<file path="config.mk">
export PLATFORM = sky130hd
export DESIGN_NAME = deconv_ctrl
export DESIGN_NICKNAME = d
export VERILOG_FILES = /design/src/source/deconv_pkg.sv /design/src/source/deconv_ctrl.sv
export SDC_FILE = /design/constraint.sdc
export NUM_CORES = 1
export LEC_CHECK = 0
export ABC_AREA = 1
export ABC_CLOCK_PERIOD_IN_PS = 2000
export BUFFER_PORTS_ARGS = -buffer_cell sky130_fd_sc_hd__clkbuf_2
export CAP_MARGIN = 40
export CELL_PAD_IN_SITES_DETAIL_PLACEMENT = 2
export CELL_PAD_IN_SITES_GLOBAL_PLACEMENT = 2
export CORE_AREA = 4 4 41 43
export CTS_BUF_LIST = sky130_fd_sc_hd__clkbuf_4 sky130_fd_sc_hd__clkbuf_8
export DETAILED_ROUTE_END_ITERATION = 12
export DIE_AREA = 0 0 45 47
export GPL_ROUTABILITY_DRIVEN = 0
export PLACE_DENSITY_LB_ADDON = 0.1
export SLEW_MARGIN = 0
export SYNTH_ARGS = -nofsm -noshare
export SYNTH_HDL_FRONTEND = slang
export SYNTH_SLANG_ARGS = --single-unit
export TNS_END_PERCENT = 5
</file>
<file path="constraint.sdc">
create_clock -name i_clk -period 2 [get_ports i_clk]
set_clock_uncertainty 0.2 [all_clocks]
set_input_delay 0.5 -clock i_clk [delete_from_list [all_inputs] [get_ports i_clk]]
set_output_delay 0.5 -clock i_clk [all_outputs]
set_load 0.01 [all_outputs]
</file>
<file path="src/source/deconv_pkg.sv">
package deconv_pkg;

    // --------------------------------------------------
    // Sizes
    // --------------------------------------------------
    localparam int FEATURE_SIZE = 2;
    localparam int WEIGHT_SIZE  = 3;
    localparam int STRIDE       = 1;
    localparam int NUM_KERNELS  = 4;
    localparam int PIX_WIDTH    = 16;
    localparam int N_PIX_OUT    = FEATURE_SIZE * WEIGHT_SIZE
                                - (WEIGHT_SIZE - STRIDE) * (FEATURE_SIZE - 1);
    localparam int ACC_WIDTH    = 2 * PIX_WIDTH;
    localparam int PIPE_DEPTH   = 2;

    // --------------------------------------------------
    // Data types
    // --------------------------------------------------
    typedef logic signed [PIX_WIDTH-1:0] pix_t;
    typedef logic signed [ACC_WIDTH-1:0] acc_t;

    // Pixel 0 of a column sits in pix[0]
    typedef struct packed {
        pix_t [FEATURE_SIZE-1:0] pix;
    } fcol_t;

    typedef struct packed {
        pix_t [WEIGHT_SIZE-1:0] tap;
    } wcol_t;

    // Kernel n feeds core n
    typedef struct packed {
        wcol_t [NUM_KERNELS-1:0] kern;
    } weight_set_t;

    typedef struct packed {
        acc_t [N_PIX_OUT-1:0] acc;
    } dcol_t;

    typedef struct packed {
        dcol_t [NUM_KERNELS-1:0] kern;
    } deconv_result_t;

    typedef enum logic {
        WAIT_WEIGHTS,
        RUN
    } ctrl_state_e;

endpackage

</file>
<file path="src/source/deconv_ctrl.sv">
`timescale 1ns/1ps

module deconv_ctrl
(
    input  logic    i_clk,
    input  logic    i_rst_n,
    input  logic    i_col_avail,
    input  logic    i_loaded,
    input  logic    i_res_ready,
    output logic    o_col_release,
    output logic    o_issue,
    output logic    o_advance,
    output logic    o_wgt_open,
    output logic    o_res_valid
);

    deconv_pkg::ctrl_state_e            state_q;
    logic [deconv_pkg::PIPE_DEPTH-1:0]  vld_q;
    logic                               advance;
    logic                               issue;

    // Pipeline moves unless the result at the end is stuck
    assign advance = !vld_q[deconv_pkg::PIPE_DEPTH-1] || i_res_ready;

    assign issue = (state_q == deconv_pkg::RUN) && i_loaded && i_col_avail && advance;

    assign o_issue       = issue;
    assign o_advance     = advance;
    assign o_col_release = issue;
    assign o_res_valid   = vld_q[deconv_pkg::PIPE_DEPTH-1];

    // New weights only with nothing in flight or queued
    assign o_wgt_open = (vld_q == '0) && !i_col_avail;

    // --------------------------------------------------
    // State and in-flight tracking
    // --------------------------------------------------
    always_ff @(posedge i_clk or negedge i_rst_n)
    begin
        if (!i_rst_n)
        begin
            state_q <= deconv_pkg::WAIT_WEIGHTS;
        end
        else
        begin
            case (state_q)
                deconv_pkg::WAIT_WEIGHTS:
                begin
                    if (i_loaded)
                    begin
                        state_q <= deconv_pkg::RUN;
                    end
                end
                default:
                begin
                    state_q <= deconv_pkg::RUN;
                end
            endcase
        end
    end

    // One valid bit per core stage
    always_ff @(posedge i_clk or negedge i_rst_n)
    begin
        if (!i_rst_n)
        begin
            vld_q <= '0;
        end
        else if (advance)
        begin
            vld_q <= {vld_q[deconv_pkg::PIPE_DEPTH-2:0], issue};
        end
    end

    a_col_held_until_release: assert property (
        @(posedge i_clk) disable iff (!i_rst_n)
        (i_col_avail && !o_col_release) |=> i_col_avail
    ) else $error("feature column vanished before it was released");

endmodule

</file>
==> reports/results.txt <==
area delta synth->final = 68.1%
routed vias = 149
Post-synth top cells = nand2_1, inv_1, dfrtp_1, nor2_1
Multi-input gate area = 43.8 µm²
setup TNS = 0 ns
VDD IR max = 216 µV
met2 Use GR = 0.0480
die boundary height = 47 µm
Synth Area in Simple Gates = 0.310
CP Cell Sequence = clkbuf_2, inv_1, nor2_1, nand2_1, inv_1, clkbuf_2
die area = 2120 µm²
Top FF cell, synth = dfrtp_1
vias per cell = 3.24
initial core utilization = 0.109
Synth Instances = 18
CTS H-tree depth = 1
grt peak-use layer = met4
CTS tree = yes
met1 usage in global routing = 0.0502
GRT Util Overall = 0.0411
count leader, synth = nand2_1
Core Region = 1300 µm²
number of detailed-route iterations in the first pass = 1
fin nets = 37
final period utilization = 0.851
final wirelength = 375 µm
WL/cell = 8.15 µm
Port Buffers = 9
Initial DRC Count = 0
total grt overflow = 0
P per Cell Area = 925 nW/µm²
CP max-delay cell = clkbuf_2
# fillers = 170
#FFs+latches synth = 3
Async S/R FF share, synth = 1.00
final-report max-slew violation count = 0
top post-synthesis cells by area = dfrtp_1, nand2_1, inv_1, buf_4, nor2_1
f_max = 588 MHz
Residual DRC = 0
Max-Cap Viols = 0
CP max stage delay = 0.13 ns
post-CTS sizing = 0
Inst Count DP = 41
GR Util met3 = 0.0153
RSZ-0062 raised after global routing = false
CP Launch Type = input port
Lkg Pwr = 0.142 nW
area share of the largest cell type after synthesis = 0.531
mux cell area share after synthesis = 0
first-pass GRT wire length = 572 µm
worst min path class = reg2reg
sequential share of the synthesized area = 0.531
normalized max-slew margin = 0.887
Reg area = 75.1 µm²
Critical Path AT = 1.00 ns
final hold violation count = 0
Post-synth EDFFs = 0
Layout Cells excl Fill = 46
number of setup buffers added after CTS = 0
Mapped Nets = 23
CTS buffer count = 3
largest family of logic cells by synthesized area = simple AND/OR/NAND/NOR gates
Slew @ Worst Pin = 0.168 ns
syn avg cell area = 7.85 µm²
CTS root buf = clkbuf_4
synthesized area = 141 µm²
Synth Area in Compound Gates = 0
antenna violations before repair = 0
Clock Tree Buf Depth = 2
adder-cell share of the synthesized area = 0
crit end category = primary output
clock-pin slew on the worst setup and hold paths = 0.04 ns
vias in the first global route = 156
Yosys cell types = 8
number of I/O pins = 10
post-route ant nets = 0
post-synthesis xor/xnor area fraction = 0
CTS Sinks = 3
WP data required = 1.30 ns
worst skew pair latency = 0.23 ns
Cell Rows = 13
outcome = finished, final reports clean
minimum clock period = 1.70 ns
CTS hold repair buffers = 1
final setup vio count = 0
YS warnings = 0
# diodes = 0
crit path kind = in2out
layout cells sized above 1 = 0.452
Die X = 45 µm
CP Max Fanout = 2
largest net degree at the start of global routing = 5
leading area contributor after synthesis = dfrtp_1
[worst max-delay path, delay by kind of cell]
kind                   cells  cell delay [ns]
buffers and inverters      4             0.32
and+or+nand+nor            2             0.18
[final timing paths]
path / start / to / slack (ns) / depth (start not counted)
worst max register to register: vld_q[1] / vld_q[1] / 0.97 / 3
min in group asynchronous: i_rst_n / state_q / 0.39 / 2
worst max-delay path: i_col_avail / o_col_release / 0.30 / 6
max in group asynchronous: i_rst_n / vld_q[1] / 1.10 / 2
worst min register to register: state_q / state_q / 0.26 / 1
worst min-delay path: state_q / state_q / 0.26 / 1
[cells by family (layout without fill, tap and decap cells)]
family / Yosys count / after routing
AND/OR/NAND/NOR: 10 / 10
flip-flops: 3 / 3
buffers and inverters: 5 / 18
[layout make-up]
class,instances,area share
tap,15,0.0789
multi-input combinational,10,0.184
sequential,3,0.316
inverter,4,0.0632
clock buffer,4,0.126
timing repair buffer,10,0.232
[through the flow]
stage | setup WS, ns | total power [W] | util | area, µm² | hold slack [ns]
after detailed placement | 0.274 | 0.000103 | 0.152 | 198 | 0.101
after CTS | 0.266 | 0.000229 | 0.183 | 238 | 0.265
after global routing | 0.198 | 0.000235 | 0.183 | 238 | 0.292
final | 0.299 | 0.000220 | 0.183 | 238 | 0.259
after global placement | 0.285 | 0.000103 | 0.152 | 198 | 0.100
after floorplan | 0.363 | 0.0000867 | - | 141 | 0.00441
[metal layers]
metal	vias up	part of all wire	routed length, µm
met2	7	0.46	172
met3	0	0.13	48
met5	-	0	0
li1	76	-	-
met4	0	0	0
met1	66	0.41	154
[where the power goes]
group | internal, W | switching (W)
logic | 0.0000148 | 0.0000176
registers | 0.0000658 | 0.00000451
clock network | 0.0000881 | 0.0000291
[sequential cells by signal, summed over array words and instances, names as in the netlist]
name     flops
state_q      1
vld_q        2
[placed cells by master, fill, tap and decap left out]
master	count
clkbuf_2	9
clkbuf_4	4
dfrtp_1	3
dlygate4sd3_1	1
inv_1	4
nand2_1	5
nor2_1	2
nor3_1	1
or2_1	1
or2_2	1
Power figures use the tool's default switching activity.
