$ cat config.mk
export PLATFORM = sky130hd
export DESIGN_NAME = deconv_col_core
export DESIGN_NICKNAME = d
export VERILOG_FILES = /design/src/source/deconv_pkg.sv /design/src/source/deconv_col_core.sv
export SDC_FILE = /design/constraint.sdc
export NUM_CORES = 2
export LEC_CHECK = 0
export BUFFER_PORTS_ARGS = -buffer_cell sky130_fd_sc_hd__buf_2
export CELL_PAD_IN_SITES_DETAIL_PLACEMENT = 1
export CELL_PAD_IN_SITES_GLOBAL_PLACEMENT = 1
export CORE_MARGIN = 2
export CORE_UTILIZATION = 24
export CTS_BUF_LIST = sky130_fd_sc_hd__clkbuf_4
export DETAILED_ROUTE_END_ITERATION = 16
export PLACE_DENSITY_LB_ADDON = 0.1
export REMOVE_ABC_BUFFERS = 1
export SYNTH_ARGS = -nofsm -noshare
export SYNTH_HDL_FRONTEND = slang
export SYNTH_SLANG_ARGS = --single-unit
$ cat constraint.sdc
create_clock -name i_clk -period 7 [get_ports i_clk]
set_input_delay 1.05 -clock i_clk [delete_from_list [all_inputs] [get_ports i_clk]]
set_output_delay 1.05 -clock i_clk [all_outputs]
set_load 0.02 [all_outputs]
$ cat src/source/deconv_pkg.sv
package deconv_pkg;

    // --------------------------------------------------
    // Sizes
    // --------------------------------------------------
    localparam int FEATURE_SIZE = 2;
    localparam int WEIGHT_SIZE  = 3;
    localparam int STRIDE       = 1;
    localparam int NUM_KERNELS  = 4;
    localparam int PIX_WIDTH    = 16;
    localparam int N_PIX_OUT    = FEATURE_SIZE * WEIGHT_SIZE
                                - (WEIGHT_SIZE - STRIDE) * (FEATURE_SIZE - 1);
    localparam int ACC_WIDTH    = 2 * PIX_WIDTH;
    localparam int PIPE_DEPTH   = 2;

    // --------------------------------------------------
    // Data types
    // --------------------------------------------------
    typedef logic signed [PIX_WIDTH-1:0] pix_t;
    typedef logic signed [ACC_WIDTH-1:0] acc_t;

    // Pixel 0 of a column sits in pix[0]
    typedef struct packed {
        pix_t [FEATURE_SIZE-1:0] pix;
    } fcol_t;

    typedef struct packed {
        pix_t [WEIGHT_SIZE-1:0] tap;
    } wcol_t;

    // Kernel n feeds core n
    typedef struct packed {
        wcol_t [NUM_KERNELS-1:0] kern;
    } weight_set_t;

    typedef struct packed {
        acc_t [N_PIX_OUT-1:0] acc;
    } dcol_t;

    typedef struct packed {
        dcol_t [NUM_KERNELS-1:0] kern;
    } deconv_result_t;

    typedef enum logic {
        WAIT_WEIGHTS,
        RUN
    } ctrl_state_e;

endpackage

$ cat src/source/deconv_col_core.sv
`timescale 1ns/1ps

module deconv_col_core
(
    input  logic                i_clk,
    input  logic                i_rst_n,
    input  logic                i_issue,
    input  logic                i_advance,
    input  deconv_pkg::fcol_t   i_col,
    input  deconv_pkg::wcol_t   i_wcol,
    output deconv_pkg::dcol_t   o_dcol
);

    deconv_pkg::acc_t   prod_q [deconv_pkg::FEATURE_SIZE][deconv_pkg::WEIGHT_SIZE];
    deconv_pkg::dcol_t  sum_d;
    deconv_pkg::dcol_t  dcol_q;

    // --------------------------------------------------
    // Stage 1, every pixel times every tap
    // --------------------------------------------------
    always_ff @(posedge i_clk or negedge i_rst_n)
    begin
        if (!i_rst_n)
        begin
            for (int i = 0; i < deconv_pkg::FEATURE_SIZE; i++)
            begin
                for (int j = 0; j < deconv_pkg::WEIGHT_SIZE; j++)
                begin
                    prod_q[i][j] <= '0;
                end
            end
        end
        else if (i_issue && i_advance)
        begin
            for (int i = 0; i < deconv_pkg::FEATURE_SIZE; i++)
            begin
                for (int j = 0; j < deconv_pkg::WEIGHT_SIZE; j++)
                begin
                    prod_q[i][j] <= deconv_pkg::acc_t'(i_col.pix[i])
                                  * deconv_pkg::acc_t'(i_wcol.tap[j]);
                end
            end
        end
    end

    // --------------------------------------------------
    // Stage 2, overlap-add
    // --------------------------------------------------
    // Product (i, j) lands on output i*STRIDE + j
    always_comb
    begin
        sum_d = '0;
        for (int k = 0; k < deconv_pkg::N_PIX_OUT; k++)
        begin
            for (int i = 0; i < deconv_pkg::FEATURE_SIZE; i++)
            begin
                for (int j = 0; j < deconv_pkg::WEIGHT_SIZE; j++)
                begin
                    if (i * deconv_pkg::STRIDE + j == k)
                    begin
                        sum_d.acc[k] = sum_d.acc[k] + prod_q[i][j];
                    end
                end
            end
        end
    end

    always_ff @(posedge i_clk or negedge i_rst_n)
    begin
        if (!i_rst_n)
        begin
            dcol_q <= '0;
        end
        else if (i_advance)
        begin
            dcol_q <= sum_d;
        end
    end

    assign o_dcol = dcol_q;

endmodule

==> results.md <==
- Status: complete, no violations
- Mapped Area: 0.0737 mm²
- Max-cap violation count: 0
- Routed via count: 55,200
- Clock Tree Root: clkbuf_4
- Crit path depth: 23
- Num rows: 203
- Fin. Hold Viols: 0
- Share of cells above drive strength 1: 16.4%
- Cell taking the most area after synthesis: fa_1
- Area grow syn2layout: 19.6%
- Critical path's largest stage delay: 0.54 ns
- Die Height: 558 µm
- RSZ-0062 raised after global routing: false
- Final WL: 252,000 µm
- Clock latency on the worst-skew pair: 1.23 ns
- Wire length per cell: 19.3 µm
- WL met3: 5430 µm
- Dominant synthesized flop cell: dfrtp_1
- Total CTS buffers: 109
- Clk sinks: 320
- Synth top area cells: fa_1 43%, dfrtp_1 11%, ha_1 9.4%
- Die area: 0.312 mm²
- Final design utilization: 28.8%
- Largest net degree at the start of global routing: 105
- Worst-path fanout max: 8
- Critical Path, Cell by Cell: buf_2, buf_4, and2_1, fa_1, fa_1, ha_1, inv_1, fa_1, inv_1, fa_1, inv_1, fa_1, inv_1, ha_1, nand2_1, o21ai_0, nand4_1, a211oi_1, o21ai_0, nand4_1, nand2_1, xnor2_1, mux2_2
- Postcts setup bufs: 0
- Post-CTS sizing: 0
- Register area share after synthesis: 10.9%
- Vias per std cell: 4.23
- DRC: 0
- Crit. End Element: register
- DR WL met2: 129,000 µm
- Max layer used: met5
- # port buffers: 211
- CP Data Arrival Time: 7.33 ns
- CP top delay family: adder cells
- Metal1 wirelength: 114,000 µm
- Achievable Freq: 159 MHz
- Mapped Avg Cell Area: 9.27 µm²
- Post-synth top area share: 42.7%
- Worst Hold Class: input port to register
- Worst Reg-to-Reg Cells: 12
- Worst path required time: 8.03 ns
- Overflow after GRT: 0
- DP Worst Slack: -0.617 ns
- Crit path top cell by count: fa_1
- Asr flop ratio synth: 100%
- Initial antenna violation count: 31
- Cell variety after synth: 83
- Setup ws final: 0.703 ns
- Number of global-route vias before repair: 65,900
- Clock tree buffer depth: 4
- Core footprint: 0.306 mm²
- GRT Util Overall: 16.9%
- Max stage delay cell, worst path: fa_1
- Area after DPL: 0.0868 mm²
- Routability cong.: 0.777
- Clock skew: 0.0695 ns
- Total Neg Setup Slack: 0 ns
- Synthesis-stage register bit count: 320
- Mapped Cells: 7,956
- Measured slew at the worst slew-check pin: 0.850 ns
- Final setup fails: 0
- I/O pin total: 212
- Initial Utilization: 24.1%
- Post-DRT Antenna Nets: 0
- WHS Path Cells: 2
- Clk pin slew, worst setup/hold paths: 0.07 ns
- Final slew viol count: 0
- Design area: 0.0882 mm²
- CTS H-tree depth: 3
- Final HPWL DP: 217,000 µm
- Drt pass-1 iters: 5
- Minimum clock period: 6.30 ns
- EDFF count, synth: 0
- YS warnings: 0
- Crit start category: input port
- CTS tree: built
- CP Buf/Inv Count: 6
- WS Path Type: input port to register
- Layout net count: 11,100
- Chip Width: 558 µm
- Final worst-path cycle share: 90.0%
- DRT iter0 DRCs: 1,488
- Global-route wire length before repair: 404,000 µm
- Max-slew headroom: 43.3%
## flip-flops by register name, indices dropped and copies added, names as in the netlist
name	count
prod_q	192
o_dcol	128
## worst reg2reg max path, stage by stage, from the launching register on
cell	delay, ns
dfrtp_1	0.43
ha_1	0.24
inv_1	0.08
fa_1	0.21
nand2b_1	0.15
a21oi_1	0.10
o41ai_1	0.73
a211oi_1	0.29
nand4b_1	0.31
nand2_1	0.14
o21ai_0	0.18
a211oi_1	0.58
a21o_1	0.14
## routing by layer
layer,GRT usage [%],vias up
met5,0,-
met4,2.80,6
met3,1.50,182
met2,30.5,398
met1,22.1,28900
li1,-,25700
## through the flow
stage / instances / hold WS [ns]
2_1_floorplan: 7587 / 0.433
3_3_place_gp: 12800 / 0.459
3_5_place_dp: 12800 / 0.468
4_1_cts: 13000 / 0.281
5_1_grt: 13000 / 0.265
6_report: 13000 / 0.409
## synthesized netlist by cell type (all sizes together), types with 11 or more instances
cell type / instances
nand4: 22
a21o: 96
dfrtp: 320
nor2b: 11
nand3: 45
a31oi: 22
xnor2: 161
clkbuf: 348
a21boi: 11
o21ai: 257
and2: 746
ha: 554
nor4: 11
nor3: 45
a211oi: 49
inv: 1789
or3: 18
nand2b: 43
mux2: 108
o211ai: 27
and3: 18
a21oi: 178
nand2: 1027
nor2: 175
o21a: 32
o21bai: 42
o31ai: 20
fa: 1574
buf: 21
xor2: 87
## path summary, 6_finish.rpt
kind                               end         from  slack (ns)
max in group asynchronous   prod_q[28]      i_rst_n        5.38
hold reg to reg            prod_q[170]  prod_q[170]        0.48
setup reg to reg            o_dcol[92]   prod_q[96]        3.39
min in group asynchronous  o_dcol[114]      i_rst_n        0.46
hold / removal              o_dcol[64]    i_advance        0.41
setup / recovery           prod_q[124]     i_col[2]        0.70
## layout by cell type (no fill, tap or decap), types with 7 or more instances in the layout
master | netlist | layout
a211o_1 | 7 | 7
a211oi_1 | 43 | 43
a21boi_0 | 7 | 7
a21o_1 | 96 | 96
a21oi_1 | 175 | 175
a31o_2 | 8 | 8
a31oi_1 | 22 | 22
and2_1 | 746 | 745
and3_1 | 18 | 18
buf_12 | 0 | 92
buf_2 | 0 | 209
buf_4 | 1 | 858
clkbuf_4 | 0 | 149
clkinv_1 | 1 | 25
dfrtp_1 | 320 | 320
diode_2 | 0 | 17
fa_1 | 1574 | 1574
ha_1 | 554 | 554
inv_1 | 1789 | 1788
mux2_2 | 107 | 107
nand2_1 | 1027 | 1026
nand2b_1 | 43 | 43
nand3_1 | 45 | 45
nand3b_1 | 8 | 8
nand4_1 | 22 | 22
nor2_1 | 175 | 175
nor2b_1 | 11 | 11
nor3_1 | 44 | 44
nor4_1 | 11 | 11
o211ai_1 | 24 | 24
o21a_1 | 31 | 31
o21ai_0 | 236 | 236
o21ai_1 | 20 | 20
o21bai_1 | 42 | 42
o31ai_1 | 19 | 19
or3_1 | 18 | 18
xnor2_1 | 161 | 161
xor2_1 | 87 | 87
## cells by family (layout without fill, tap and decap cells)
group / after synthesis / count (layout) / share of synthesized area (%)
other: 0 / 17 / 0
muxes: 111 / 111 / 1.70
buffers and inverters: 2159 / 3134 / 11.0
xor gates and xnor gates: 248 / 248 / 2.95
DFF: 320 / 320 / 10.9
adders and majority gates: 2128 / 2128 / 52.1
AOI/OAI and AO/OA: 800 / 800 / 6.95
and+or+nand+nor: 2190 / 2190 / 14.4
## layout make-up
class | instances | area (µm²)
sequential | 320 | 8010
clock inverter | 33 | 141
multi-input combinational | 5477 | 57600
timing repair buffer | 1162 | 9370
clock buffer | 149 | 1120
inverter | 1790 | 6720
antenna | 17 | 42.5
fill | 35700 | 218000
tap | 4100 | 5130
## timing repair
action	CTS	global route
hold endpoints to repair	51	0
hold buffers	1	0
setup endpoints to repair	0	0
Power is not shown: default switching activity piles up to over one toggle a cycle in this logic, so the estimate is an artifact.
