--- src/source/deconv_pkg.sv ---
package deconv_pkg;

    // --------------------------------------------------
    // Sizes
    // --------------------------------------------------
    localparam int FEATURE_SIZE = 2;
    localparam int WEIGHT_SIZE  = 3;
    localparam int STRIDE       = 1;
    localparam int NUM_KERNELS  = 4;
    localparam int PIX_WIDTH    = 16;
    localparam int N_PIX_OUT    = FEATURE_SIZE * WEIGHT_SIZE
                                - (WEIGHT_SIZE - STRIDE) * (FEATURE_SIZE - 1);
    localparam int ACC_WIDTH    = 2 * PIX_WIDTH;
    localparam int PIPE_DEPTH   = 2;

    // --------------------------------------------------
    // Data types
    // --------------------------------------------------
    typedef logic signed [PIX_WIDTH-1:0] pix_t;
    typedef logic signed [ACC_WIDTH-1:0] acc_t;

    // Pixel 0 of a column sits in pix[0]
    typedef struct packed {
        pix_t [FEATURE_SIZE-1:0] pix;
    } fcol_t;

    typedef struct packed {
        pix_t [WEIGHT_SIZE-1:0] tap;
    } wcol_t;

    // Kernel n feeds core n
    typedef struct packed {
        wcol_t [NUM_KERNELS-1:0] kern;
    } weight_set_t;

    typedef struct packed {
        acc_t [N_PIX_OUT-1:0] acc;
    } dcol_t;

    typedef struct packed {
        dcol_t [NUM_KERNELS-1:0] kern;
    } deconv_result_t;

    typedef enum logic {
        WAIT_WEIGHTS,
        RUN
    } ctrl_state_e;

endpackage

--- src/source/feature_pingpong_buffer.sv ---
`timescale 1ns/1ps

module feature_pingpong_buffer
(
    input  logic                i_clk,
    input  logic                i_rst_n,
    input  logic                i_feat_valid,
    input  deconv_pkg::pix_t    i_feat_data,
    output logic                o_feat_ready,
    input  logic                i_col_release,
    output logic                o_col_avail,
    output deconv_pkg::fcol_t   o_col
);

    deconv_pkg::fcol_t                              bank_q [2];
    logic [1:0]                                     full_q;
    logic                                           wr_ptr_q;
    logic                                           rd_ptr_q;
    logic [$clog2(deconv_pkg::FEATURE_SIZE)-1:0]    pix_idx_q;
    logic                                           wr_fire;

    assign o_feat_ready = !full_q[wr_ptr_q];
    assign wr_fire      = i_feat_valid && o_feat_ready;

    // Oldest full bank faces the cores
    assign o_col_avail  = full_q[rd_ptr_q];
    assign o_col        = bank_q[rd_ptr_q];

    // --------------------------------------------------
    // Column assembly
    // --------------------------------------------------
    // New pixel enters at the top and older ones move down,
    // so pixel 0 lands in pix[0] once the column is complete
    always_ff @(posedge i_clk)
    begin
        if (wr_fire)
        begin
            bank_q[wr_ptr_q].pix <= {i_feat_data,
                                     bank_q[wr_ptr_q].pix[deconv_pkg::FEATURE_SIZE-1:1]};
        end
    end

    // --------------------------------------------------
    // Bank flags and pointers
    // --------------------------------------------------
    always_ff @(posedge i_clk or negedge i_rst_n)
    begin
        if (!i_rst_n)
        begin
            full_q    <= '0;
            wr_ptr_q  <= 1'b0;
            rd_ptr_q  <= 1'b0;
            pix_idx_q <= '0;
        end
        else
        begin
            if (wr_fire)
            begin
                if (pix_idx_q == deconv_pkg::FEATURE_SIZE - 1)
                begin
                    full_q[wr_ptr_q] <= 1'b1;
                    wr_ptr_q         <= !wr_ptr_q;
                    pix_idx_q        <= '0;
                end
                else
                begin
                    pix_idx_q <= pix_idx_q + 1'b1;
                end
            end

            // Never the bank being filled, that one is not full
            if (i_col_release)
            begin
                full_q[rd_ptr_q] <= 1'b0;
                rd_ptr_q         <= !rd_ptr_q;
            end
        end
    end

    a_release_when_avail: assert property (
        @(posedge i_clk) disable iff (!i_rst_n)
        i_col_release |-> o_col_avail
    ) else $error("column released from an empty bank");

endmodule

--- config.mk ---
export PLATFORM = sky130hd
export DESIGN_NAME = feature_pingpong_buffer
export DESIGN_NICKNAME = d
export VERILOG_FILES = /design/src/source/deconv_pkg.sv /design/src/source/feature_pingpong_buffer.sv
export SDC_FILE = /design/constraint.sdc
export NUM_CORES = 1
export LEC_CHECK = 0
export ABC_AREA = 1
export BUFFER_PORTS_ARGS = -buffer_cell sky130_fd_sc_hd__clkbuf_2
export CAP_MARGIN = 20
export CORE_MARGIN = 10
export CORE_UTILIZATION = 49
export DETAILED_ROUTE_END_ITERATION = 8
export HOLD_SLACK_MARGIN = 0.05
export PLACE_DENSITY = 0.79
export SETUP_SLACK_MARGIN = 0.5
export SYNTH_ARGS = -nofsm -noshare
export SYNTH_HDL_FRONTEND = slang
export SYNTH_SLANG_ARGS = --single-unit
--- constraint.sdc ---
create_clock -name i_clk -period 2.5 [get_ports i_clk]
set_input_delay 0.375 -clock i_clk [delete_from_list [all_inputs] [get_ports i_clk]]
set_output_delay 0.375 -clock i_clk [all_outputs]
set_load 0.01 [all_outputs]
==> results of run 1 <==
[final cells by class]
class / instances / area [µm²]
multi-input combinational: 104 / 637
clock inverter: 5 / 98.8
clock buffer: 11 / 131
fill: 436 / 2010
sequential: 69 / 2050
inverter: 21 / 78.8
timing repair buffer: 71 / 445
tap: 72 / 90.1
[worst register-to-register path: stages, from the launching register on]
cell	delay, ps
sky130_fd_sc_hd__dfrtp_1	520
sky130_fd_sc_hd__inv_1	160
sky130_fd_sc_hd__nand2_1	100
sky130_fd_sc_hd__nand3_1	200
sky130_fd_sc_hd__nor2_4	280
sky130_fd_sc_hd__buf_12	190
[metal layers]
| layer | vias to the layer above | wire length [µm] | GRT usage [%] |
|---|---|---|---|
| met4 | 0 | 173 | 7.49 |
| met2 | 67 | 2730 | 19.4 |
| li1 | 859 | - | - |
| met5 | - | 0 | 0 |
| met3 | 14 | 391 | 4.67 |
| met1 | 845 | 2180 | 13.3 |
[worst max-delay path by stage]
stage,to,slack (ps),cells after the start
2_1_floorplan,bank_q[0][0],-8,4
6_report,o_col[18],530,3
3_3_place_gp,bank_q[1][20],640,5
3_5_place_dp,bank_q[1][20],580,5
4_1_cts,o_col[1],500,3
5_1_grt,o_col[2],510,3
[cell usage in the layout (no fill, tap or decap)]
| cell type | instances |
|---|---|
| sky130_fd_sc_hd__edfxtp_1 | 64 |
| sky130_fd_sc_hd__clkbuf_2 | 53 |
| sky130_fd_sc_hd__nand2_1 | 40 |
| sky130_fd_sc_hd__o21ai_0 | 31 |
| sky130_fd_sc_hd__inv_1 | 21 |
| sky130_fd_sc_hd__buf_4 | 14 |
| sky130_fd_sc_hd__mux2_4 | 13 |
| sky130_fd_sc_hd__clkbuf_8 | 9 |
| sky130_fd_sc_hd__nor2_1 | 5 |
| sky130_fd_sc_hd__dfrtp_1 | 4 |
| sky130_fd_sc_hd__mux2_2 | 3 |
| sky130_fd_sc_hd__nand3_1 | 3 |
| sky130_fd_sc_hd__bufinv_16 | 3 |
| sky130_fd_sc_hd__nor2_4 | 2 |
| sky130_fd_sc_hd__a31oi_1 | 2 |
| sky130_fd_sc_hd__clkbuf_1 | 2 |
| sky130_fd_sc_hd__buf_12 | 2 |
| sky130_fd_sc_hd__o21ai_2 | 1 |
| sky130_fd_sc_hd__a21oi_1 | 1 |
| sky130_fd_sc_hd__o21ai_1 | 1 |
| sky130_fd_sc_hd__nand4_1 | 1 |
| sky130_fd_sc_hd__xor2_1 | 1 |
| sky130_fd_sc_hd__clkinv_1 | 1 |
| sky130_fd_sc_hd__clkinv_2 | 1 |
| sky130_fd_sc_hd__clkbuf_16 | 1 |
| sky130_fd_sc_hd__dlygate4sd3_1 | 1 |
| sky130_fd_sc_hd__dfrtp_4 | 1 |
[logic make-up (layout without fill, tap and decap cells)]
logic type | count (synthesis) | count (layout) | synth area share (%)
AO/OA/AOI/OAI | 36 | 36 | 6.59
flip-flops | 69 | 69 | 72.4
AND/OR/NAND/NOR | 51 | 51 | 6.99
multiplexers | 16 | 16 | 8.09
XOR/XNOR | 1 | 1 | 0.310
buffers and inverters | 31 | 108 | 5.66
[cells in the mapped netlist]
cell type                   n
sky130_fd_sc_hd__a21oi_1    1
sky130_fd_sc_hd__a31oi_1    2
sky130_fd_sc_hd__buf_2      2
sky130_fd_sc_hd__buf_4      2
sky130_fd_sc_hd__buf_6      3
sky130_fd_sc_hd__buf_8      1
sky130_fd_sc_hd__clkbuf_1   2
sky130_fd_sc_hd__dfrtp_1    5
sky130_fd_sc_hd__edfxtp_1  64
sky130_fd_sc_hd__inv_1     21
sky130_fd_sc_hd__mux2_2     3
sky130_fd_sc_hd__mux2_4    13
sky130_fd_sc_hd__nand2_1   40
sky130_fd_sc_hd__nand3_1    3
sky130_fd_sc_hd__nand4_1    1
sky130_fd_sc_hd__nor2_1     7
sky130_fd_sc_hd__o21ai_0   32
sky130_fd_sc_hd__o21ai_2    1
sky130_fd_sc_hd__xor2_1     1
[flip-flops by register name (all words and copies together), names as in the netlist]
| signal | flops |
|---|---|
| pix_idx_q | 1 |
| wr_ptr_q | 1 |
| rd_ptr_q | 1 |
| full_q | 2 |
| bank_q | 64 |
[through the flow]
step,util (%),total power (µW),worst slack (ps),hold slack (ps),setup TNS [ps]
finish,63.8,4630,535,223,0
global route,63.8,4920,508,206,0
detailed placement,57.7,3490,585,208,0
global placement,57.7,3440,643,207,0
CTS,62.2,4570,501,206,0
floorplan,-,2920,-8.02,79.4,-514
[what timing repair did]
action                     in CTS  in global routing
setup endpoints to repair      17                 27
pin swaps                       0                  1
gates cloned                    0                  1
hold buffers                    1                  0
setup buffers                   1                  8
gates resized for setup         1                  1
hold endpoints to repair        5                  0
[power by group through the flow]
stage | sequential (µW) | combinational [µW] | clock, µW
after floorplan | 1840 | 1080 | 0
after global placement | 1910 | 1530 | 0
after detailed placement | 1920 | 1570 | 0
after CTS | 1890 | 1610 | 1060
after global routing | 1920 | 1870 | 1120
final | 1890 | 1700 | 1040
==> results.rst, run 1 <==
.. list-table::
   :header-rows: 1

   * - Metric
     - Value
   * - Status
     - completed
   * - Post-Synthesis Cells
     - 204
   * - Pwr dens
     - 1310 nW/µm²
   * - Post-placement cell area
     - 3200 µm²
   * - Cell depth of the worst min-delay path
     - 1
   * - Maximum cell stage delay along the critical path
     - 570 ps
   * - Critical path class
     - reg2out
   * - Slew margin rel.
     - 76.0%
   * - Initial Utilization
     - 51.1%
   * - Share of final-layout standard cells stronger than drive strength 1
     - 36.7%
   * - Count of input and output buffers
     - 53
   * - Row count
     - 27
   * - Buffer levels on the longest clock path
     - 2
   * - Max-capacitance violation count
     - 0
   * - Data required time at the worst endpoint
     - 2120 ps
   * - Reported net switching power
     - 1490 µW
   * - Area of the die
     - 9210 µm²
   * - Global-route wire length before repair
     - 8250 µm
   * - Maximum fanout count along the critical path
     - 15
   * - Number of nets with antenna violations after detailed routing
     - 0
   * - R2r endpoint
     - bank_q[1][5]
   * - Detailed Route WL
     - 5480 µm
   * - Number of global-route vias before repair
     - 1762
   * - Number of hold violations in the final report
     - 0
   * - Count of final setup violators
     - 0
   * - Launching point of the worst reg2reg path
     - wr_ptr_q
   * - Class of the worst hold path
     - in2reg
   * - Max rail drop VDD
     - 684 µV
   * - Yosys top cell by area
     - sky130_fd_sc_hd__edfxtp_1
   * - Pre-antenna DRT Iters
     - 4
   * - Cell with the biggest individual delay on the critical path
     - sky130_fd_sc_hd__dfrtp_4
   * - Final weighted congestion in routability-driven placement
     - 0.796
   * - Clock Skews
     - 5.50 ps
   * - DIE HEIGHT
     - 96.0 µm
   * - Total number of nets in the final design
     - 296
   * - Core outline area
     - 5540 µm²
   * - Worst-margin pin slew
     - 357 ps
   * - Part of the power in the clock network
     - 22.5%
   * - Overall via count from detail_route
     - 1785
   * - Synth top area cells
     - sky130_fd_sc_hd__edfxtp_1, sky130_fd_sc_hd__mux2_4, sky130_fd_sc_hd__o21ai_0, sky130_fd_sc_hd__nand2_1, sky130_fd_sc_hd__dfrtp_1
   * - Element type at the critical path start
     - register
   * - Antenna violations before repair
     - 0
   * - Count of pins on the block boundary
     - 54
   * - Flop pwr share
     - 40.8%
   * - Number of synthesized register bits
     - 69
   * - Maximum level of the CTS H-tree
     - 3
   * - Ys Warns
     - 0
   * - Pin count of the biggest net entering global routing
     - 32
   * - Crit path capture type
     - primary output
   * - Timing-limited maximum frequency
     - 0.509 GHz
   * - Terminating pin of the worst hold path
     - bank_q[1][20]
   * - Worst R2R Setup Slack
     - 760 ps
   * - Critical path, cell by cell
     - clkbuf_16, o21ai_0, clkbuf_2
   * - Clock buffer count from CTS
     - 9
   * - Fraction of the yosys area taken by sequential cells
     - 72.4%
   * - Design internal power
     - 3140 µW
   * - Switching Fraction
     - 32.2%
   * - Max-slew violation total from the final report
     - 0
   * - CTS tree
     - yes
   * - Final cell count without fillers
     - 353
   * - Placed cell count
     - 326
   * - Clock insertion delay at the later pin of the skew report
     - 340 ps
   * - Iter 0 DRT Violations
     - 172
   * - Critical Path Source
     - rd_ptr_q
   * - Post-Layout Inst Area
     - 3530 µm²
   * - Global route total overflow
     - 0
   * - Clock-pin slew on the worst setup and hold paths
     - 70 ps
   * - Estimated wirelength of the detail-placed design
     - 3660 µm
   * - Unrepaired setup endpoints after global routing
     - no
   * - Clock sink count
     - 69
   * - Cell area after technology mapping
     - 2830 µm²
   * - Pleak
     - 0.00149 µW
   * - Net count after synthesis
     - 224
   * - Data arrival at the endpoint of the critical path
     - 1590 ps
   * - R2R depth
     - 5
   * - Post-route fraction of the period consumed by the critical path
     - 78.6%
   * - Start point of the worst hold path
     - i_feat_data[4]
   * - Via-to-Cell Ratio
     - 5.06
   * - Category of cells accounting for the largest share of critical-path delay
     - flip-flops
   * - Number of DRC violations after detailed routing
     - 0
   * - Comb pwr share
     - 36.6%
   * - Buffer type at the clock tree root
     - sky130_fd_sc_hd__clkbuf_8
   * - Crit path buffers/inverters
     - 2
   * - Relative area change from synthesis to final layout
     - 24.9%
   * - Horizontal die dimension
     - 96.0 µm
   * - Syn Area/Cell
     - 13.9 µm²
   * - Final critical delay including setup and external delays
     - 1970 ps
   * - Total global routing track utilization
     - 12.1%
   * - Antenna Diode Count
     - 0
   * - Netlist cell types
     - 19
   * - Fraction of synthesized cell area taken by the top area cell type
     - 67.9%
   * - Routed len/inst
     - 15.5 µm
(Power assumes the default switching activity.)
==> run 2, diff against run 1 <==
- ABC_AREA: 1 -> 0
- CORE_UTILIZATION: 49 -> 54
- PLACE_DENSITY: 0.79 -> 0.82
- clock period: 2.5 -> 1.9 ns (I/O delays scaled with it)
==> run 2 against run 1 <==
Synthesized cell count is 32% lower. Area after synthesis is 1.5% lower. Critical path depth unchanged. Hold slack got worse by 83 ps. Global-route usage increased by 0.70 points. Wire length about the same. Sequential power increased by 24%. Non-clock buffer count shrank 4. Critical endpoint is now o_col[19].
==> results.rst, run 2 <==
.. list-table::
   :header-rows: 1

   * - Metric
     - Value
   * - Status
     - completed (unchanged)
   * - Pin count of the biggest net entering global routing
     - 33 (was 32)
   * - Buffer type at the clock tree root
     - sky130_fd_sc_hd__clkbuf_8 (unchanged)
   * - Pre-antenna DRT Iters
     - 4 (unchanged)
   * - Count leader, synth
     - sky130_fd_sc_hd__edfxtp_1 (unchanged)
   * - Top register by number of flip-flops
     - bank_q (unchanged)
   * - Crit path buffers/inverters
     - 2 (unchanged)
   * - Pre-CTS setup slack
     - 432 ps (was 585 ps)
   * - Clock Skews
     - 4.62 ps (was 5.50 ps)
   * - Horizontal die dimension
     - 91.8 µm (was 96.0 µm)
   * - Final design utilization
     - 69.0% (was 63.8%)
   * - Number of global-route vias before repair
     - 1702 (was 1762)
   * - Post-Layout Inst Area
     - 3480 µm² (was 3530 µm²)
   * - Synth top area cells
     - sky130_fd_sc_hd__edfxtp_1, sky130_fd_sc_hd__mux2_2, sky130_fd_sc_hd__dfrtp_1, sky130_fd_sc_hd__buf_6, sky130_fd_sc_hd__mux2_4 (was sky130_fd_sc_hd__edfxtp_1, sky130_fd_sc_hd__mux2_4, sky130_fd_sc_hd__o21ai_0, sky130_fd_sc_hd__nand2_1, sky130_fd_sc_hd__dfrtp_1)
   * - Post-placement cell area
     - 3130 µm² (was 3200 µm²)
   * - Top FF cell, synth
     - sky130_fd_sc_hd__edfxtp_1 (unchanged)
   * - Number of nets with antenna violations after detailed routing
     - 0 (unchanged)
   * - Max rail drop VDD
     - 972 µV (was 684 µV)
   * - Timing-limited maximum frequency
     - 0.580 GHz
   * - Fraction of the yosys area taken by sequential cells
     - 73.5% (was 72.4%)
   * - Placed cell count
     - 262 (was 326)
   * - Yosys top cell by area
     - sky130_fd_sc_hd__edfxtp_1 (unchanged)
   * - Most frequent cells in the layout
     - sky130_fd_sc_hd__edfxtp_1, sky130_fd_sc_hd__clkbuf_2, sky130_fd_sc_hd__mux2_2, sky130_fd_sc_hd__clkbuf_8, sky130_fd_sc_hd__buf_6 (was sky130_fd_sc_hd__edfxtp_1, sky130_fd_sc_hd__clkbuf_2, sky130_fd_sc_hd__nand2_1, sky130_fd_sc_hd__o21ai_0, sky130_fd_sc_hd__inv_1)
   * - Pleak
     - 0.00133 µW (was 0.00149 µW)
   * - Final weighted congestion in routability-driven placement
     - 0.791 (was 0.796)
   * - Detailed Route WL
     - 5470 µm (was 5480 µm)
   * - Estimated wirelength of the detail-placed design
     - 3510 µm (was 3660 µm)
   * - Maximum cell stage delay along the critical path
     - 450 ps (was 570 ps)
   * - Post-synth ARST share
     - 7.25% (unchanged)
   * - Post-Synthesis Cells
     - 139 (was 204)
   * - Clock insertion delay at the later pin of the skew report
     - 330 ps (was 340 ps)
   * - EDFF count, synth
     - 64 (unchanged)
   * - Core outline area
     - 5040 µm² (was 5540 µm²)
   * - Cell area after technology mapping
     - 2790 µm² (was 2830 µm²)
   * - Slew margin rel.
     - 85.5% (was 76.0%)
   * - Row count
     - 26 (was 27)
   * - Post-route fraction of the period consumed by the critical path
     - 90.8%
   * - Count of input and output buffers
     - 53 (unchanged)
   * - Element type at the critical path start
     - register (unchanged)
   * - Count of final setup violators
     - 0 (unchanged)
   * - Critical path, cell by cell
     - buf_12, mux2_2, clkbuf_2 (was clkbuf_16, o21ai_0, clkbuf_2)
   * - Fraction of synthesized cell area taken by the top area cell type
     - 69.0% (was 67.9%)
   * - Critical path class
     - reg2out (unchanged)
   * - Final critical delay including setup and external delays
     - 1720 ps
   * - DIE HEIGHT
     - 91.8 µm (was 96.0 µm)
   * - Ys Warns
     - 0 (unchanged)
   * - Flip-flop count of the largest register after layout
     - 64 (unchanged)
   * - Total number of nets in the final design
     - 230 (was 296)
   * - Crit path capture type
     - primary output (unchanged)
   * - Max-slew violation total from the final report
     - 0 (unchanged)
   * - CTS tree
     - yes (unchanged)
   * - Pwr dens
     - 1620 nW/µm² (was 1310 nW/µm²)
   * - Syn Area/Cell
     - 20.0 µm² (was 13.9 µm²)
   * - Max-capacitance violation count
     - 0 (unchanged)
   * - Antenna violations before repair
     - 0 (unchanged)
   * - Unrepaired setup endpoints after global routing
     - yes (was no)
   * - Data arrival at the endpoint of the critical path
     - 1440 ps (was 1590 ps)
   * - Routed len/inst
     - 19.3 µm (was 15.5 µm)
   * - Clock sink count
     - 69 (unchanged)
   * - Count of pins on the block boundary
     - 54 (unchanged)
   * - Data required time at the worst endpoint
     - 1620 ps (was 2120 ps)
   * - Fill cell count
     - 338 (was 436)
   * - Category of cells accounting for the largest share of critical-path delay
     - flip-flops (unchanged)
   * - Leading post-synthesis cells by instance count
     - sky130_fd_sc_hd__edfxtp_1, sky130_fd_sc_hd__mux2_2, sky130_fd_sc_hd__buf_6, sky130_fd_sc_hd__dfrtp_1 (was sky130_fd_sc_hd__edfxtp_1, sky130_fd_sc_hd__nand2_1, sky130_fd_sc_hd__o21ai_0, sky130_fd_sc_hd__inv_1, sky130_fd_sc_hd__mux2_4)
   * - Clock buffer count from CTS
     - 9 (unchanged)
   * - Antenna Diode Count
     - 0 (unchanged)
   * - Netlist cell types
     - 19 (unchanged)
   * - Maximum level of the CTS H-tree
     - 3 (unchanged)
   * - Initial Utilization
     - 55.2% (was 51.1%)
   * - Worst setup slack after layout
     - 175 ps (was 535 ps)
   * - Cell with the biggest individual delay on the critical path
     - sky130_fd_sc_hd__dfrtp_2 (was sky130_fd_sc_hd__dfrtp_4)
   * - Area of the die
     - 8430 µm² (was 9210 µm²)
   * - Maximum fanout count along the critical path
     - 15 (unchanged)
   * - Global route total overflow
     - 0 (unchanged)
   * - Relative area change from synthesis to final layout
     - 24.8% (was 24.9%)
   * - Share of final-layout standard cells stronger than drive strength 1
     - 62.0% (was 36.7%)
   * - Global-route wire length before repair
     - 8380 µm (was 8250 µm)
   * - Number of DRC violations after detailed routing
     - 0 (unchanged)
   * - Iter 0 DRT Violations
     - 90 (was 172)
   * - Via-to-Cell Ratio
     - 5.24 (was 5.06)
   * - Net count after synthesis
     - 159 (was 224)
   * - Most frequent standard cell in the layout excluding fill and tap cells
     - sky130_fd_sc_hd__edfxtp_1 (unchanged)
   * - Class of the worst hold path
     - in2reg (unchanged)
   * - Buffer levels on the longest clock path
     - 2 (unchanged)
   * - Largest registers
     - bank_q: 64 flops, full_q: 2 flops (unchanged)
   * - Number of hold violations in the final report
     - 0 (unchanged)
   * - Total global routing track utilization
     - 12.8% (was 12.1%)
   * - Clock-pin slew on the worst setup and hold paths
     - 70 ps (about the same)
   * - Worst-margin pin slew
     - 215 ps (was 357 ps)
   * - Overall via count from detail_route
     - 1484 (was 1785)
   * - Final cell count without fillers
     - 283 (was 353)
   * - Number of synthesized register bits
     - 69 (unchanged)
[run 2: cell count changes in the layout (fill, tap and decap cells not counted), moves of 4 or more]
| cell | before | now |
|---|---|---|
| sky130_fd_sc_hd__mux2_2 | 3 | 41 |
| sky130_fd_sc_hd__nand2_1 | 40 | 2 |
| sky130_fd_sc_hd__o21ai_0 | 31 | 1 |
| sky130_fd_sc_hd__inv_1 | 21 | 1 |
| sky130_fd_sc_hd__buf_6 | 0 | 9 |
| sky130_fd_sc_hd__buf_4 | 14 | 7 |
| sky130_fd_sc_hd__clkbuf_2 | 53 | 46 |
| sky130_fd_sc_hd__mux2_4 | 13 | 8 |
| sky130_fd_sc_hd__nor2_1 | 5 | 1 |
[run 2: layer usage]
layer,share of wire [%],wire [µm],global-route usage [%]
met5,0,0,0
met4,1.4,74,4.88
met3,6.6,362,6.52
met2,53,2910,21.9
met1,39,2130,13.2
[run 2: metrics by stage]
step           hold WS (ps)  setup TNS [ps]  power (µW)
6_report                141               0        5630
5_1_grt                 114               0        5930
4_1_cts                 121               0        5350
3_5_place_dp            111               0        4210
3_3_place_gp            105               0        4120
2_1_floorplan         -10.6            -643        3640
[run 2: kinds of logic (layout without fill, tap and decap cells)]
family	Yosys count	after routing	share of synthesized area, %
flip-flops	69	69	73.5
multiplexers	50	50	20.6
buffers and inverters	8	82	3.14
AO/OA/AOI/OAI	5	5	1.17
AND/OR/NAND/NOR	5	5	0.988
XOR/XNOR	2	2	0.629
[run 2: final timing paths]
check                                start             to  slack [ps]  depth (start not counted)
setup / recovery                  rd_ptr_q      o_col[19]         180                          3
hold / removal             i_feat_data[13]  bank_q[0][29]         140                          1
setup reg to reg                  wr_ptr_q  bank_q[0][16]         490                          3
hold reg to reg                  pix_idx_q      pix_idx_q         520                          1
max in group asynchronous          i_rst_n       wr_ptr_q        1440                          2
min in group asynchronous          i_rst_n      full_q[1]         300                          2
[run 2: repair_timing]
item / CTS / global route
resized for setup: 5 / 26
hold buffers: 1 / 0
setup buffers: 2 / 3
endpoints found under the setup margin: 94 / 67
cloned: 0 / 1
hold endpoints to repair: 5 / 0
[run 2: cell type report]
cell class	instances	area (µm²)	share of cell area (%)
sequential	69	2050	59.0
timing repair buffer	67	479	13.8
clock buffer	11	131	3.78
inverter	1	3.75	0.108
tap	70	87.6	2.52
clock inverter	3	38.8	1.12
multi-input combinational	62	686	19.7
[run 2: power breakdown]
group          switching [µW]  total, µW  internal [µW]
sequential                173       2340           2170
clock                     481       1070            586
combinational            1040       2220           1180
